[src/rtl/s16b_config.svh]
`ifndef S16B_CONFIG_SVH
`define S16B_CONFIG_SVH

// Region indices, regions 0 to 2 are program ROM banks
`define S16B_REG_RAM   3
`define S16B_REG_ORAM  4
`define S16B_REG_VRAM  5
`define S16B_REG_PAL   6
`define S16B_REG_IO    7

// Address bits 23:16 of the mapper register window
`define S16B_MAPPER_PAGE 8'hFE

// Power-up memory map, base page and mask per region
`define S16B_RESET_BASE_0 8'h00
`define S16B_RESET_MASK_0 8'hFC
`define S16B_RESET_BASE_1 8'h04
`define S16B_RESET_MASK_1 8'hFC
`define S16B_RESET_BASE_2 8'h08
`define S16B_RESET_MASK_2 8'hFC
`define S16B_RESET_BASE_3 8'hFF
`define S16B_RESET_MASK_3 8'hFF
`define S16B_RESET_BASE_4 8'h44
`define S16B_RESET_MASK_4 8'hFF
`define S16B_RESET_BASE_5 8'h40
`define S16B_RESET_MASK_5 8'hFF
`define S16B_RESET_BASE_6 8'h84
`define S16B_RESET_MASK_6 8'hFF
`define S16B_RESET_BASE_7 8'hC4
`define S16B_RESET_MASK_7 8'hFF

// I/O sub-pages on address bits 13:12
`define S16B_IO_LATCH  2'd0
`define S16B_IO_INPUTS 2'd1
`define S16B_IO_DIPS   2'd2

`endif

[src/rtl/s16b_pkg.sv]
`default_nettype none

package s16b_pkg;

    // 68000 bus as driven by the CPU side
    typedef struct packed {
        logic [23:1] addr;
        logic [15:0] dout;
        logic        rnw;
        logic        asn;
        logic        udsn;
        logic        ldsn;
    } cpu_bus_t;

    // Registered chip selects
    typedef struct packed {
        logic rom;
        logic ram;
        logic vram;
        logic chr;
        logic objram;
        logic pal;
        logic io;
        logic tbank;
        logic mapper;
    } s16b_cs_t;

    // Cabinet inputs, all active low
    typedef struct packed {
        logic [7:0] joystick1;
        logic [7:0] joystick2;
        logic [1:0] start_button;
        logic [1:0] coin_input;
        logic       service;
        logic       dip_test;
    } cab_in_t;

    typedef enum logic [1:0] {
        GC_5797        = 2'd0,
        GC_5358_LARGE  = 2'd1,
        GC_5358_SMALL  = 2'd2,
        GC_5521_5704   = 2'd3
    } game_class_t;

    // Board class from the game identifier
    function automatic game_class_t game_class_of(input logic [7:0] game_id);
        game_class_t gc;
        casez (game_id[7:3])
            5'b001??: gc = GC_5797;
            5'b0001?: begin
                if (game_id == 8'h10 || game_id == 8'h1a)
                    gc = GC_5358_LARGE;
                else
                    gc = GC_5358_SMALL;
            end
            default:  gc = GC_5521_5704;
        endcase
        return gc;
    endfunction

endpackage

`default_nettype wire

[src/rtl/s16b_mapper.sv]
`timescale 1ns/1ps
`default_nettype none

`include "s16b_config.svh"

module s16b_mapper
    import s16b_pkg::*;
(
    input  wire logic       clk,
    input  wire logic       rst,
    input  cpu_bus_t        bus,
    output logic      [7:0] active,
    output logic      [7:0] map_dout
);

    // Even entries hold a region base, odd entries its mask
    localparam logic [7:0] RESET_MAP [16] = '{
        `S16B_RESET_BASE_0, `S16B_RESET_MASK_0,
        `S16B_RESET_BASE_1, `S16B_RESET_MASK_1,
        `S16B_RESET_BASE_2, `S16B_RESET_MASK_2,
        `S16B_RESET_BASE_3, `S16B_RESET_MASK_3,
        `S16B_RESET_BASE_4, `S16B_RESET_MASK_4,
        `S16B_RESET_BASE_5, `S16B_RESET_MASK_5,
        `S16B_RESET_BASE_6, `S16B_RESET_MASK_6,
        `S16B_RESET_BASE_7, `S16B_RESET_MASK_7
    };

    logic [7:0] map_regs [16];
    logic [7:0] page;
    logic [3:0] reg_idx;
    logic       win_hit;
    logic       win_wr;

    assign page    = bus.addr[23:16];
    assign reg_idx = bus.addr[4:1];
    assign win_hit = (page == `S16B_MAPPER_PAGE);

    // Only the low byte lane reaches the mapper registers
    assign win_wr  = win_hit && !bus.asn && !bus.rnw && !bus.ldsn;

    always_ff @(posedge clk or posedge rst) begin
        if (rst) begin
            for (int i = 0; i < 16; i++) begin
                map_regs[i] <= RESET_MAP[i];
            end
        end else if (win_wr) begin
            map_regs[reg_idx] <= bus.dout[7:0];
        end
    end

    assign map_dout = map_regs[reg_idx];

    // Scan from the top so the lowest matching region wins
    always_comb begin
        active = '0;
        for (int i = 7; i >= 0; i--) begin
            if ((page & map_regs[2*i+1]) == (map_regs[2*i] & map_regs[2*i+1])) begin
                active    = '0;
                active[i] = 1'b1;
            end
        end
    end

endmodule

`default_nettype wire

[src/rtl/s16b_chip_select.sv]
`timescale 1ns/1ps
`default_nettype none

`include "s16b_config.svh"

module s16b_chip_select
    import s16b_pkg::*;
(
    input  wire logic        clk,
    input  wire logic        rst,
    input  cpu_bus_t         bus,
    input  wire logic  [7:0] active,
    input  game_class_t      game_class,
    input  wire logic        rom_ok,
    input  wire logic        ram_ok,
    output s16b_cs_t         cs,
    output logic      [17:0] rom_addr,
    output logic       [5:0] tile_bank,
    output logic             dtack_n
);

    logic       ds_any;
    logic       busy;
    logic [1:0] act_enc;

    assign ds_any = !bus.udsn || !bus.ldsn;

    // Chip selects drop between cycles so every RAM request gets a new edge
    always_ff @(posedge clk or posedge rst) begin
        if (rst) begin
            cs <= '0;
        end else if (!bus.asn) begin
            cs.rom    <= |active[2:0] && bus.rnw;
            cs.chr    <= active[`S16B_REG_VRAM] && bus.addr[16];
            cs.vram   <= active[`S16B_REG_VRAM] && !bus.addr[16] && ds_any;
            cs.ram    <= active[`S16B_REG_RAM] && ds_any;
            cs.objram <= active[`S16B_REG_ORAM];
            cs.pal    <= active[`S16B_REG_PAL];
            cs.io     <= active[`S16B_REG_IO];
            cs.tbank  <= active[2] && !bus.rnw;
            cs.mapper <= bus.addr[23:16] == `S16B_MAPPER_PAGE;
        end else begin
            cs <= '0;
        end
    end

    // Memory back-pressure holds DTACK off
    assign busy = (cs.rom && !rom_ok) || ((cs.ram || cs.vram) && !ram_ok);

    always_ff @(posedge clk or posedge rst) begin
        if (rst)
            dtack_n <= 1'b1;
        else
            dtack_n <= bus.asn || !(|cs) || busy;
    end

    always_comb begin
        case (active[2:0])
            3'b010:  act_enc = 2'd1;
            3'b100:  act_enc = 2'd2;
            default: act_enc = 2'd0;
        endcase
    end

    // Program ROM banking per board class
    always_comb begin
        case (game_class)
            GC_5797:       rom_addr = bus.addr[18:1];
            GC_5358_LARGE: rom_addr = {act_enc, bus.addr[16:1]};
            GC_5358_SMALL: rom_addr = {1'b0, act_enc, bus.addr[15:1]};
            default:       rom_addr = {act_enc[0], bus.addr[17:1]};
        endcase
    end

    always_ff @(posedge clk or posedge rst) begin
        if (rst) begin
            tile_bank <= '0;
        end else if (cs.tbank && !bus.ldsn) begin
            if (bus.addr[1])
                tile_bank[5:3] <= bus.dout[2:0];
            else
                tile_bank[2:0] <= bus.dout[2:0];
        end
    end

endmodule

`default_nettype wire

[src/rtl/s16b_cabinet.sv]
`timescale 1ns/1ps
`default_nettype none

`include "s16b_config.svh"

module s16b_cabinet
    import s16b_pkg::*;
(
    input  wire logic       clk,
    input  wire logic       rst,
    input  cpu_bus_t        bus,
    input  wire logic       io_cs,
    input  cab_in_t         cab,
    input  wire logic [7:0] dipsw_a,
    input  wire logic [7:0] dipsw_b,
    output logic      [7:0] cab_dout,
    output logic            flip,
    output logic            video_en
);

    logic [1:0] sub_page;
    logic [1:0] offset;
    logic [7:0] sys_inputs;

    assign sub_page = bus.addr[13:12];
    assign offset   = bus.addr[2:1];

    // Unused top bits float high like the board pull-ups
    assign sys_inputs = {2'b11, cab.service, cab.dip_test, cab.coin_input, cab.start_button};

    always_comb begin
        cab_dout = 8'hFF;
        case (sub_page)
            `S16B_IO_INPUTS: begin
                case (offset)
                    2'd0:    cab_dout = sys_inputs;
                    2'd1:    cab_dout = cab.joystick1;
                    2'd2:    cab_dout = cab.joystick2;
                    default: cab_dout = 8'hFF;
                endcase
            end
            `S16B_IO_DIPS:   cab_dout = bus.addr[1] ? dipsw_b : dipsw_a;
            default:         cab_dout = 8'hFF;
        endcase
    end

    // Flip and video enable latch
    always_ff @(posedge clk or posedge rst) begin
        if (rst) begin
            flip     <= 1'b0;
            video_en <= 1'b0;
        end else if (io_cs && !bus.rnw && !bus.ldsn && sub_page == `S16B_IO_LATCH) begin
            video_en <= bus.dout[5];
            flip     <= bus.dout[6];
        end
    end

endmodule

`default_nettype wire

[src/rtl/s16b_bus_mux.sv]
`timescale 1ns/1ps
`default_nettype none

module s16b_bus_mux
    import s16b_pkg::*;
(
    input  wire logic        clk,
    input  wire logic        rst,
    input  s16b_cs_t         cs,
    input  wire logic [15:0] ram_data,
    input  wire logic [15:0] rom_data,
    input  wire logic [15:0] char_dout,
    input  wire logic [15:0] pal_dout,
    input  wire logic [15:0] obj_dout,
    input  wire logic  [7:0] cab_dout,
    input  wire logic  [7:0] map_dout,
    output logic      [15:0] cpu_din
);

    // Read source by priority, unmapped reads keep the last word
    always_ff @(posedge clk or posedge rst) begin
        if (rst) begin
            cpu_din <= 16'hFFFF;
        end else begin
            if (cs.ram || cs.vram)
                cpu_din <= ram_data;
            else if (cs.rom)
                cpu_din <= rom_data;
            else if (cs.chr)
                cpu_din <= char_dout;
            else if (cs.pal)
                cpu_din <= pal_dout;
            else if (cs.objram)
                cpu_din <= obj_dout;
            else if (cs.io)
                cpu_din <= {8'hFF, cab_dout};
            else if (cs.mapper)
                cpu_din <= {8'hFF, map_dout};
        end
    end

endmodule

`default_nettype wire

[src/rtl/s16b_main.sv]
`timescale 1ns/1ps
`default_nettype none

module s16b_main
    import s16b_pkg::*;
(
    input  wire logic        clk,
    input  wire logic        rst,
    input  cpu_bus_t         bus,
    input  wire logic  [7:0] game_id,
    output s16b_cs_t         cs,
    output logic      [17:0] rom_addr,
    input  wire logic [15:0] rom_data,
    input  wire logic        rom_ok,
    input  wire logic [15:0] ram_data,
    input  wire logic        ram_ok,
    input  wire logic [15:0] char_dout,
    input  wire logic [15:0] pal_dout,
    input  wire logic [15:0] obj_dout,
    input  cab_in_t          cab,
    input  wire logic  [7:0] dipsw_a,
    input  wire logic  [7:0] dipsw_b,
    output logic      [15:0] cpu_din,
    output logic             dtack_n,
    output logic       [5:0] tile_bank,
    output logic             flip,
    output logic             video_en
);

    logic [7:0]  active;
    logic [7:0]  map_dout;
    logic [7:0]  cab_dout;
    game_class_t game_class;

    assign game_class = game_class_of(game_id);

    s16b_mapper u_mapper (
        .clk      (clk),
        .rst      (rst),
        .bus      (bus),
        .active   (active),
        .map_dout (map_dout)
    );

    s16b_chip_select u_cs (
        .clk        (clk),
        .rst        (rst),
        .bus        (bus),
        .active     (active),
        .game_class (game_class),
        .rom_ok     (rom_ok),
        .ram_ok     (ram_ok),
        .cs         (cs),
        .rom_addr   (rom_addr),
        .tile_bank  (tile_bank),
        .dtack_n    (dtack_n)
    );

    s16b_cabinet u_cabinet (
        .clk      (clk),
        .rst      (rst),
        .bus      (bus),
        .io_cs    (cs.io),
        .cab      (cab),
        .dipsw_a  (dipsw_a),
        .dipsw_b  (dipsw_b),
        .cab_dout (cab_dout),
        .flip     (flip),
        .video_en (video_en)
    );

    s16b_bus_mux u_mux (
        .clk       (clk),
        .rst       (rst),
        .cs        (cs),
        .ram_data  (ram_data),
        .rom_data  (rom_data),
        .char_dout (char_dout),
        .pal_dout  (pal_dout),
        .obj_dout  (obj_dout),
        .cab_dout  (cab_dout),
        .map_dout  (map_dout),
        .cpu_din   (cpu_din)
    );

endmodule

`default_nettype wire

[config.mk]
export PLATFORM = sky130hd
export DESIGN_NAME = s16b_main
export DESIGN_NICKNAME = d
export VERILOG_FILES = /design/src/rtl/s16b_pkg.sv /design/src/rtl/s16b_mapper.sv /design/src/rtl/s16b_chip_select.sv /design/src/rtl/s16b_cabinet.sv /design/src/rtl/s16b_bus_mux.sv /design/src/rtl/s16b_main.sv
export VERILOG_INCLUDE_DIRS = /design/src /design/src/rtl
export SDC_FILE = /design/constraint.sdc
export NUM_CORES = 1
export LEC_CHECK = 0
export BUFFER_PORTS_ARGS = -buffer_cell sky130_fd_sc_hd__buf_2
export CORE_MARGIN = 1.5
export CORE_UTILIZATION = 59
export CTS_CLUSTER_SIZE = 20
export DETAILED_ROUTE_END_ITERATION = 8
export GPL_TIMING_DRIVEN = 0
export PLACE_DENSITY = 0.93
export SETUP_SLACK_MARGIN = 0.02
export SLEW_MARGIN = 0
export SYNTH_ARGS = -nofsm -noshare
export SYNTH_HDL_FRONTEND = slang
export SYNTH_SLANG_ARGS = --single-unit
export TNS_END_PERCENT = 50
[constraint.sdc]
create_clock -name clk -period 14.1 [get_ports clk]
set_input_delay 3.525 -clock clk [delete_from_list [all_inputs] [get_ports clk]]
set_output_delay 3.525 -clock clk [all_outputs]
set_load 0.03 [all_outputs]
==> results of run 1 <==
-- power groups by stage --
stage	sequential, mW	clock (mW)	combinational, mW
floorplan	0.498	0	0.0632
CTS	0.480	0.513	0.129
global route	0.480	0.533	0.139
detailed placement	0.487	0	0.128
global placement	0.487	0	0.125
finish	0.480	0.512	0.131
-- stage by stage --
step	hold slack [ns]	utilization, %	cells	instance area (um^2)
after detailed placement	0.490	68.3	1192	10800
after global placement	0.484	68.1	1191	10800
after global routing	0.512	72.5	1226	11500
after floorplan	0.497	-	778	9520
final	0.502	72.5	1227	11500
after CTS	0.504	72.4	1224	11500
-- cells in the final DEF, fill, tap and decap left out, drive strengths merged, types with 10 or more instances in the layout --
cell type and count:
dfrtp 69, a21oi 21, xor2 65, clkbuf 39, o22ai 26, o21ai 24
nand2 41, dfstp 93, o221ai 14, a22oi 33, nor2 13, mux4 27
mux2i 20, o211ai 10, buf 246, mux2 150
-- cell families after synthesis --
| logic type | after synthesis | share of synthesized area (%) |
|---|---|---|
| simple gates | 120 | 7.33 |
| buf+inv | 77 | 4.61 |
| fa+ha+maj | 3 | 0.394 |
| flops | 162 | 43.8 |
| xor+xnor | 65 | 5.98 |
| mux | 197 | 26.5 |
| compound gates | 154 | 11.3 |
-- final cells by class --
class / instances / area, um^2 / area share [%]
multi-input cells: 539 / 4910 / 42.8
diodes: 3 / 7.51 / 0.0655
clock buffers: 19 / 443 / 3.86
flip-flops and latches: 162 / 4170 / 36.4
repair buffers: 198 / 1010 / 8.84
clock inverters: 13 / 209 / 1.82
plain buffers: 68 / 405 / 3.53
inverters: 9 / 38.8 / 0.338
well taps: 216 / 270 / 2.36
-- worst reg2reg max path, cell delays in order (launching register included) --
cell,delay [ns]
dfrtp_1,0.39
nor2_1,0.54
nand4_1,0.60
nand2_1,0.46
a2111oi_1,0.10
a221o_1,0.34
-- registers in the layout, indices dropped and copies added (netlist names) --
register and cells:
u_cs.cs 9, u_cabinet.video_en 1, u_cs.dtack_n 1, u_mux.cpu_din 16, u_cs.tile_bank 6, u_cabinet.flip 1
u_mapper.map_regs 128
-- layer usage --
metal	GRT usage, %	up-vias
met2	58.9	605
li1	-	3358
met5	0	-
met1	42.4	3989
met4	25.9	0
met3	12.3	169
-- worst paths after layout --
path | startpoint | to | slack [ns] | cells past startpoint
setup / recovery | bus[41] | rom_addr[17] | 5.15 | 7
hold / removal | u_cabinet.flip$_DFFE_PP0P_ | u_cabinet.flip$_DFFE_PP0P_ | 0.50 | 1
setup reg to reg | u_cs.cs[7]$_DFF_PP0_ | u_mux.cpu_din[0]$_DFFE_PP1P_ | 11.61 | 5
hold reg to reg | u_cabinet.flip$_DFFE_PP0P_ | u_cabinet.flip$_DFFE_PP0P_ | 0.50 | 1
max in group asynchronous | rst | u_mapper.map_regs[18]$_DFFE_PP1P_ | 10.02 | 3
min in group asynchronous | rst | u_cs.cs[1]$_DFF_PP0_ | 3.15 | 2
==> results by group, run 1 <==
Run status
  – Status: finished clean

GRT
  – Initial antenna violation count: 3
  – Pin count of the biggest net entering global routing: around 110
  – Total GRT Usage: between 30% and 40%
  – Total congestion overflow: 0
  – Global-route wire length before repair: 45.8 mm
  – Vias in the first global route: 8075

Clocking
  – Worst-Skew Late Latency: about 0.44 ns
  – Root Driver: clkbuf_16
  – CTS tree: yes
  – CTS Sinks: 162
  – Hold buffers post-CTS: 0
  – Htree depth: 4
  – PostCTS Resize Cnt: 0
  – Post-CTS Setup Inserts: 0
  – Clock-pin slew on the worst setup and hold paths: ~0.060 ns
  – Longest Clk Path Bufs: 2
  – TritonCTS buffer count: 17

Route
  – DRC errors left: 0
  – Routed length on met1: 10.8 mm
  – Post-DR wirelength/cell: around 25 um
  – Vias per std cell: approximately 6.6
  – DR WL met2: between 10 and 15 mm
  – Highest metal used: met4
  – Drt first pass iters: 8
  – DR vias: approximately 8100
  – DR iter-0 viols: about 840
  – Final ANT Viol Nets: 0
  – Met3 WL post-DR: 3.22 mm
  – Routed WL: just over 30 mm

Critical path
  – CP peak stage delay: roughly 0.44 ns
  – Bufs and invs on worst path: 2
  – Req. time, crit path: ~11 ns
  – CP Capture Type: output port
  – Critical path type: in -> out
  – Crit start category: primary input
  – CP arrival: 5.43 ns
  – Slowest stage cell, crit path: a22oi_1
  – Crit-path cells: buf_6 -> xor2_1 -> a22oi_1 -> nand4_1 -> or2_2 -> o221ai_1 -> buf_2
  – Crit path max-delay family: simple AND/OR/NAND/NOR gates
  – Worst Path Max Fanout: 9

Pwr
  – Clock network power share: a little under half
  – Seq pwr share: between 40% and 50%
  – PwrDens: 97.9 nW/um^2
  – Switching fraction of total power: between 20% and 30%
  – P_sw: ~280 uW
  – Leak pwr: around 5.3 nW
  – Internal: approximately 840 uW
  – Max IR drop VDD: slightly below 0.1 mV
  – Final Total Pwr: ~1.1 mW
  – Proportion of power drawn by combinational gates: 11.7%

Floorplan
  – Ports: between 200 and 250
  – Die ar.: approximately 17000 um^2
  – Core box area: about 16000 um^2
  – Initial core utilization: approximately three fifths
  – Cell Rows: between 40 and 50
  – DIE WIDTH: approximately 130 um
  – Die Y: about 130 um

Logic synthesis
  – Cell Area, Synth: 9520 um^2
  – Post-synth EDFFs: 0
  – Asr flop ratio synth: 100%
  – Post-Syn Instances: 778
  – Synth warn: 0
  – Synthesis-stage register bit count: about 160
  – Post-synthesis sequential area ratio: 43.8%
  – Post-synth top area share: between 20% and 30%
  – Primary FF master, synth: dfstp_2
  – Net Count, Synth: between 900 and 1000
  – Synth cell types: 57
  – Syn avg cell area: approximately 12 um^2
  – Most frequent cell after synthesis: mux2_2
  – Synth top area cells: dfstp_2 26%, dfrtp_1 18%, mux2_2 17%
  – Top post-synthesis cells by count: 142 x mux2_2, 93 x dfstp_2, 69 x dfrtp_1, 65 x xor2_1, 33 x a22oi_1
  – Top cell type by total area after synthesis: dfstp_2

Placed design
  – Placer Congestion: 0.957
  – Post-detail-place hpwl: around 22 mm
  – Dpl ws: approximately 5.3 ns
  – Port Buf Inserts: between 150 and 200

STA
  – Worst-Margin Slew: around 1.2 ns
  – Final Skew: 0.00967 ns
  – Minimum clock period: a little under 9 ns
  – Slew HR: 22.2%
  – Slew Limit Fails: 0
  – Peak Freq: roughly 0.11 GHz
  – Hold Fails Final Rpt: 0
  – Setup TNS: 0 ns
  – RSZ-0062 raised after global routing: false
  – Final Cycle Share: a little under two thirds
  – Setup violators final: 0
  – Worst Slack Setup Final: between 5 and 6 ns

Flow run
  – Maxcap violations: 0

Cells and area
  – Layout cells sized above 1: between 50% and 60%
  – Area Growth Syn to Fin: 20.5%
  – Final nets: between 1000 and 1500
  – Filler instances: slightly below 1000

Worst hold path
  – Hold WC Path Type: reg -> reg
No activity file was read; power rests on OpenSTA's default activity.
==> inputs of run 2 (changes only) <==
--- a/config.mk
+++ b/config.mk
@@ -6,13 +6,14 @@
 export SDC_FILE = /design/constraint.sdc
 export NUM_CORES = 1
 export LEC_CHECK = 0
+export ABC_AREA = 1
 export BUFFER_PORTS_ARGS = -buffer_cell sky130_fd_sc_hd__buf_2
 export CORE_MARGIN = 1.5
-export CORE_UTILIZATION = 59
+export CORE_UTILIZATION = 55
 export CTS_CLUSTER_SIZE = 20
 export DETAILED_ROUTE_END_ITERATION = 8
 export GPL_TIMING_DRIVEN = 0
-export PLACE_DENSITY = 0.93
+export PLACE_DENSITY = 0.87
 export SETUP_SLACK_MARGIN = 0.02
 export SLEW_MARGIN = 0
 export SYNTH_ARGS = -nofsm -noshare
==> constraint.sdc (replaced) <==
create_clock -name clk -period 8.9 [get_ports clk]
set_input_delay 2.225 -clock clk [delete_from_list [all_inputs] [get_ports clk]]
set_output_delay 2.225 -clock clk [all_outputs]
set_load 0.03 [all_outputs]
==> run 2 against run 1 <==
  * Sequential power up 59%
  * Utilization is 4.9 points lower
  * Die area rose by 11%
  * Clock-buffer cell count is the same
  * Clock power up 41%
  * Synthesized cell count grew 84%
  * Setup slack got worse by 2.8 ns
  * Non-clock buffer count is 24 higher
  * Global-route usage up 2.3 points
  * Design area rose by 2.6%
  * Clock skew decreased by 0.0016 ns
  * Sequential share of layout area decreased by 0.93 points
  * Critical path type unchanged
==> results by group, run 2 <==
Critical path
  – CP Capture Type: output port
  – Worst Path Max Fanout: 10
  – Req. time, crit path: around 6.7 ns
  – RR Startpoint: u_cs.cs[6]$_DFF_PP0_
  – Crit start category: primary input
  – Critical path type: in -> out
  – Worst R2R Setup Slack: between 6 and 7 ns
  – CP arrival: roughly 4.3 ns
  – Reg2Reg Depth: 7
  – Crit Reg-Reg Endpoint: u_mux.cpu_din[15]$_DFFE_PP1P_

Placed design
  – Port Buf Inserts: ~200
  – Post-detail-place hpwl: around 27 mm
  – Placer Congestion: 1.06
  – Dpl ws: ~2.4 ns
  – Placed cell count: approximately 1900

Cells and area
  – Max reg flops: approximately 130
  – Ant diodes: 0
  – Area Growth Syn to Fin: 19.2%
  – Fin cells: between 1500 and 2000
  – Layout cells sized above 1: about a quarter
  – Final core occ: about two thirds
  – Biggest regs: u_mapper.map_regs (128), u_mux.cpu_din (16), u_cs.cs (9)
  – Largest reg by FF count: u_mapper.map_regs
  – Most frequent cells in the layout: 621 x nand2_1, 221 x buf_2, 136 x o21ai_0
  – Commonest non-fill, non-tap cell in the layout: nand2_1
  – Final nets: 1834

Route
  – Vias per std cell: between 5 and 6
  – Final ANT Viol Nets: 0
  – DR iter-0 viols: ~1200
  – Post-DR wirelength/cell: about 19 um
  – Drt first pass iters: 8
  – DRC errors left: 0
  – Routed WL: 36.4 mm
  – DR vias: about 11000

Pwr
  – Final Total Pwr: 1.70 mW
  – Proportion of power drawn by combinational gates: 12.8%
  – Leak pwr: 5.59 nW
  – Internal: about 1.2 mW
  – Seq pwr share: roughly 45%
  – PwrDens: around 140 nW/um^2
  – Switching fraction of total power: between 20 and 30%
  – Clock network power share: 42.3%
  – Max IR drop VDD: around 0.13 mV
  – P_sw: about 500 uW

Logic synthesis
  – Synth warn: 0
  – Net Count, Synth: between 1500 and 2000
  – Post-synthesis sequential area ratio: a little over two fifths
  – Synth top area cells: dfstp_2 25%, nand2_1 24%, dfrtp_1 17%
  – Asr flop ratio synth: 100%
  – Syn avg cell area: 6.88 um^2
  – Cell Area, Synth: 9870 um^2
  – Primary FF master, synth: dfstp_2
  – Synth cell types: 38
  – Post-synth EDFFs: 0
  – Most frequent cell after synthesis: nand2_1
  – Top cell type by total area after synthesis: dfstp_2
  – Post-synth top area share: between 20 and 25%
  – Top post-synthesis cells by count: 621 x nand2_1, 136 x o21ai_0, 93 x dfstp_2, 90 x nor2_1
  – Synthesis-stage register bit count: 162
  – Post-Syn Instances: 1435

STA
  – Final Skew: 0.00809 ns
  – Slew HR: about two fifths
  – Hold Fails Final Rpt: 0
  – Final Cycle Share: ~74%
  – Setup violators final: 0
  – Setup TNS: 0 ns
  – Worst Slack Setup Final: 2.34 ns
  – Peak Freq: between 0.15 and 0.2 GHz
  – Minimum clock period: between 6 and 7 ns
  – Slew Limit Fails: 0
  – RSZ-0062 raised after global routing: false
  – Worst-Margin Slew: roughly 0.9 ns

GRT
  – Initial antenna violation count: 0
  – Vias in the first global route: roughly 10000
  – Total congestion overflow: 0
  – Global-route wire length before repair: about 54 mm
  – Pin count of the biggest net entering global routing: 86
  – Total GRT Usage: 39.4%

Floorplan
  – DIE WIDTH: 137 um
  – Die Y: about 140 um
  – Core box area: about 17000 um^2
  – Initial core utilization: between 50% and 60%
  – Die ar.: between 15000 and 20000 um^2
  – Cell Rows: 48
  – Ports: ~230

Clocking
  – Hold buffers post-CTS: 0
  – Root Driver: clkbuf_16
  – Htree depth: 4
  – CTS tree: yes
  – PostCTS Resize Cnt: 0
  – CTS Sinks: between 150 and 200
  – Worst-Skew Late Latency: around 0.44 ns
  – Longest Clk Path Bufs: 2
  – Clock-pin slew on the worst setup and hold paths: 0.06 ns
  – TritonCTS buffer count: 17
  – Post-CTS Setup Inserts: 0

Worst hold path
  – Hold EP: u_mapper.map_regs[32]$_DFFE_PP1P_
  – Worst hold start: u_mapper.map_regs[32]$_DFFE_PP1P_
  – Hold WC Path Type: reg -> reg
  – Worst hold path depth: 2

Run status
  – Status: finished clean

Flow run
  – Maxcap violations: 0
-- run 2: layout make-up --
cell class / instances / area [um^2]
plain buffers: 86 / 467
clock buffers: 19 / 443
clock inverters: 13 / 126
fillers: 1550 / 5650
inverters: 74 / 283
multi-input cells: 1113 / 4960
flip-flops and latches: 162 / 4170
well taps: 225 / 282
repair buffers: 204 / 1040
-- run 2: kinds of logic after synthesis --
logic type / after synthesis / share of synthesized area, %
and+or+nand+nor: 802 / 32.4
buffers and inverters: 160 / 7.54
adders and majority gates: 3 / 0.380
AOI/OAI and AO/OA: 308 / 17.5
DFF: 162 / 42.2
-- run 2: critical path, stage by stage --
cell,delay (ns)
buf_2,0.22
clkbuf_1,0.66
a21oi_1,0.15
nor2_1,0.20
nand3_1,0.19
a21oi_1,0.29
nand2_1,0.11
nand3_1,0.09
buf_2,0.20
-- run 2: layer usage --
layer	share of wire [%]	vias up	global-route usage, %
met4	6.0	0	24.2
met1	38	5027	50.6
met3	12	156	11.0
met5	0	-	0
met2	44	724	58.8
li1	-	5083	-
-- run 2: worst max-delay path by stage --
stage | to | slack [ns] | from | cells past startpoint
floorplan | u_cabinet.flip$_DFFE_PP0P_ | 2.45 | rst | 1
global placement | u_mapper.map_regs[25]$_DFFE_PP0P_ | 0.65 | rst | 2
detailed placement | rom_addr[17] | 2.40 | bus[36] | 10
CTS | rom_addr[17] | 2.39 | bus[36] | 10
global route | rom_addr[15] | 2.28 | bus[42] | 9
finish | rom_addr[17] | 2.34 | bus[36] | 9
-- run 2: per-stage QoR --
stage | instance area, um^2 | hold slack (ns)
floorplan | 9870 | 0.450
global placement | 11200 | 0.459
detailed placement | 11200 | 0.469
CTS | 11800 | 0.479
global route | 11800 | 0.499
finish | 11800 | 0.477
-- run 2: power by group through the flow --
stage | logic [mW] | clock network, mW | registers [mW]
finish | 0.218 | 0.721 | 0.765
floorplan | 0.0923 | 0 | 0.796
global placement | 0.209 | 0 | 0.776
global route | 0.233 | 0.751 | 0.765
CTS | 0.214 | 0.721 | 0.764
detailed placement | 0.212 | 0 | 0.776
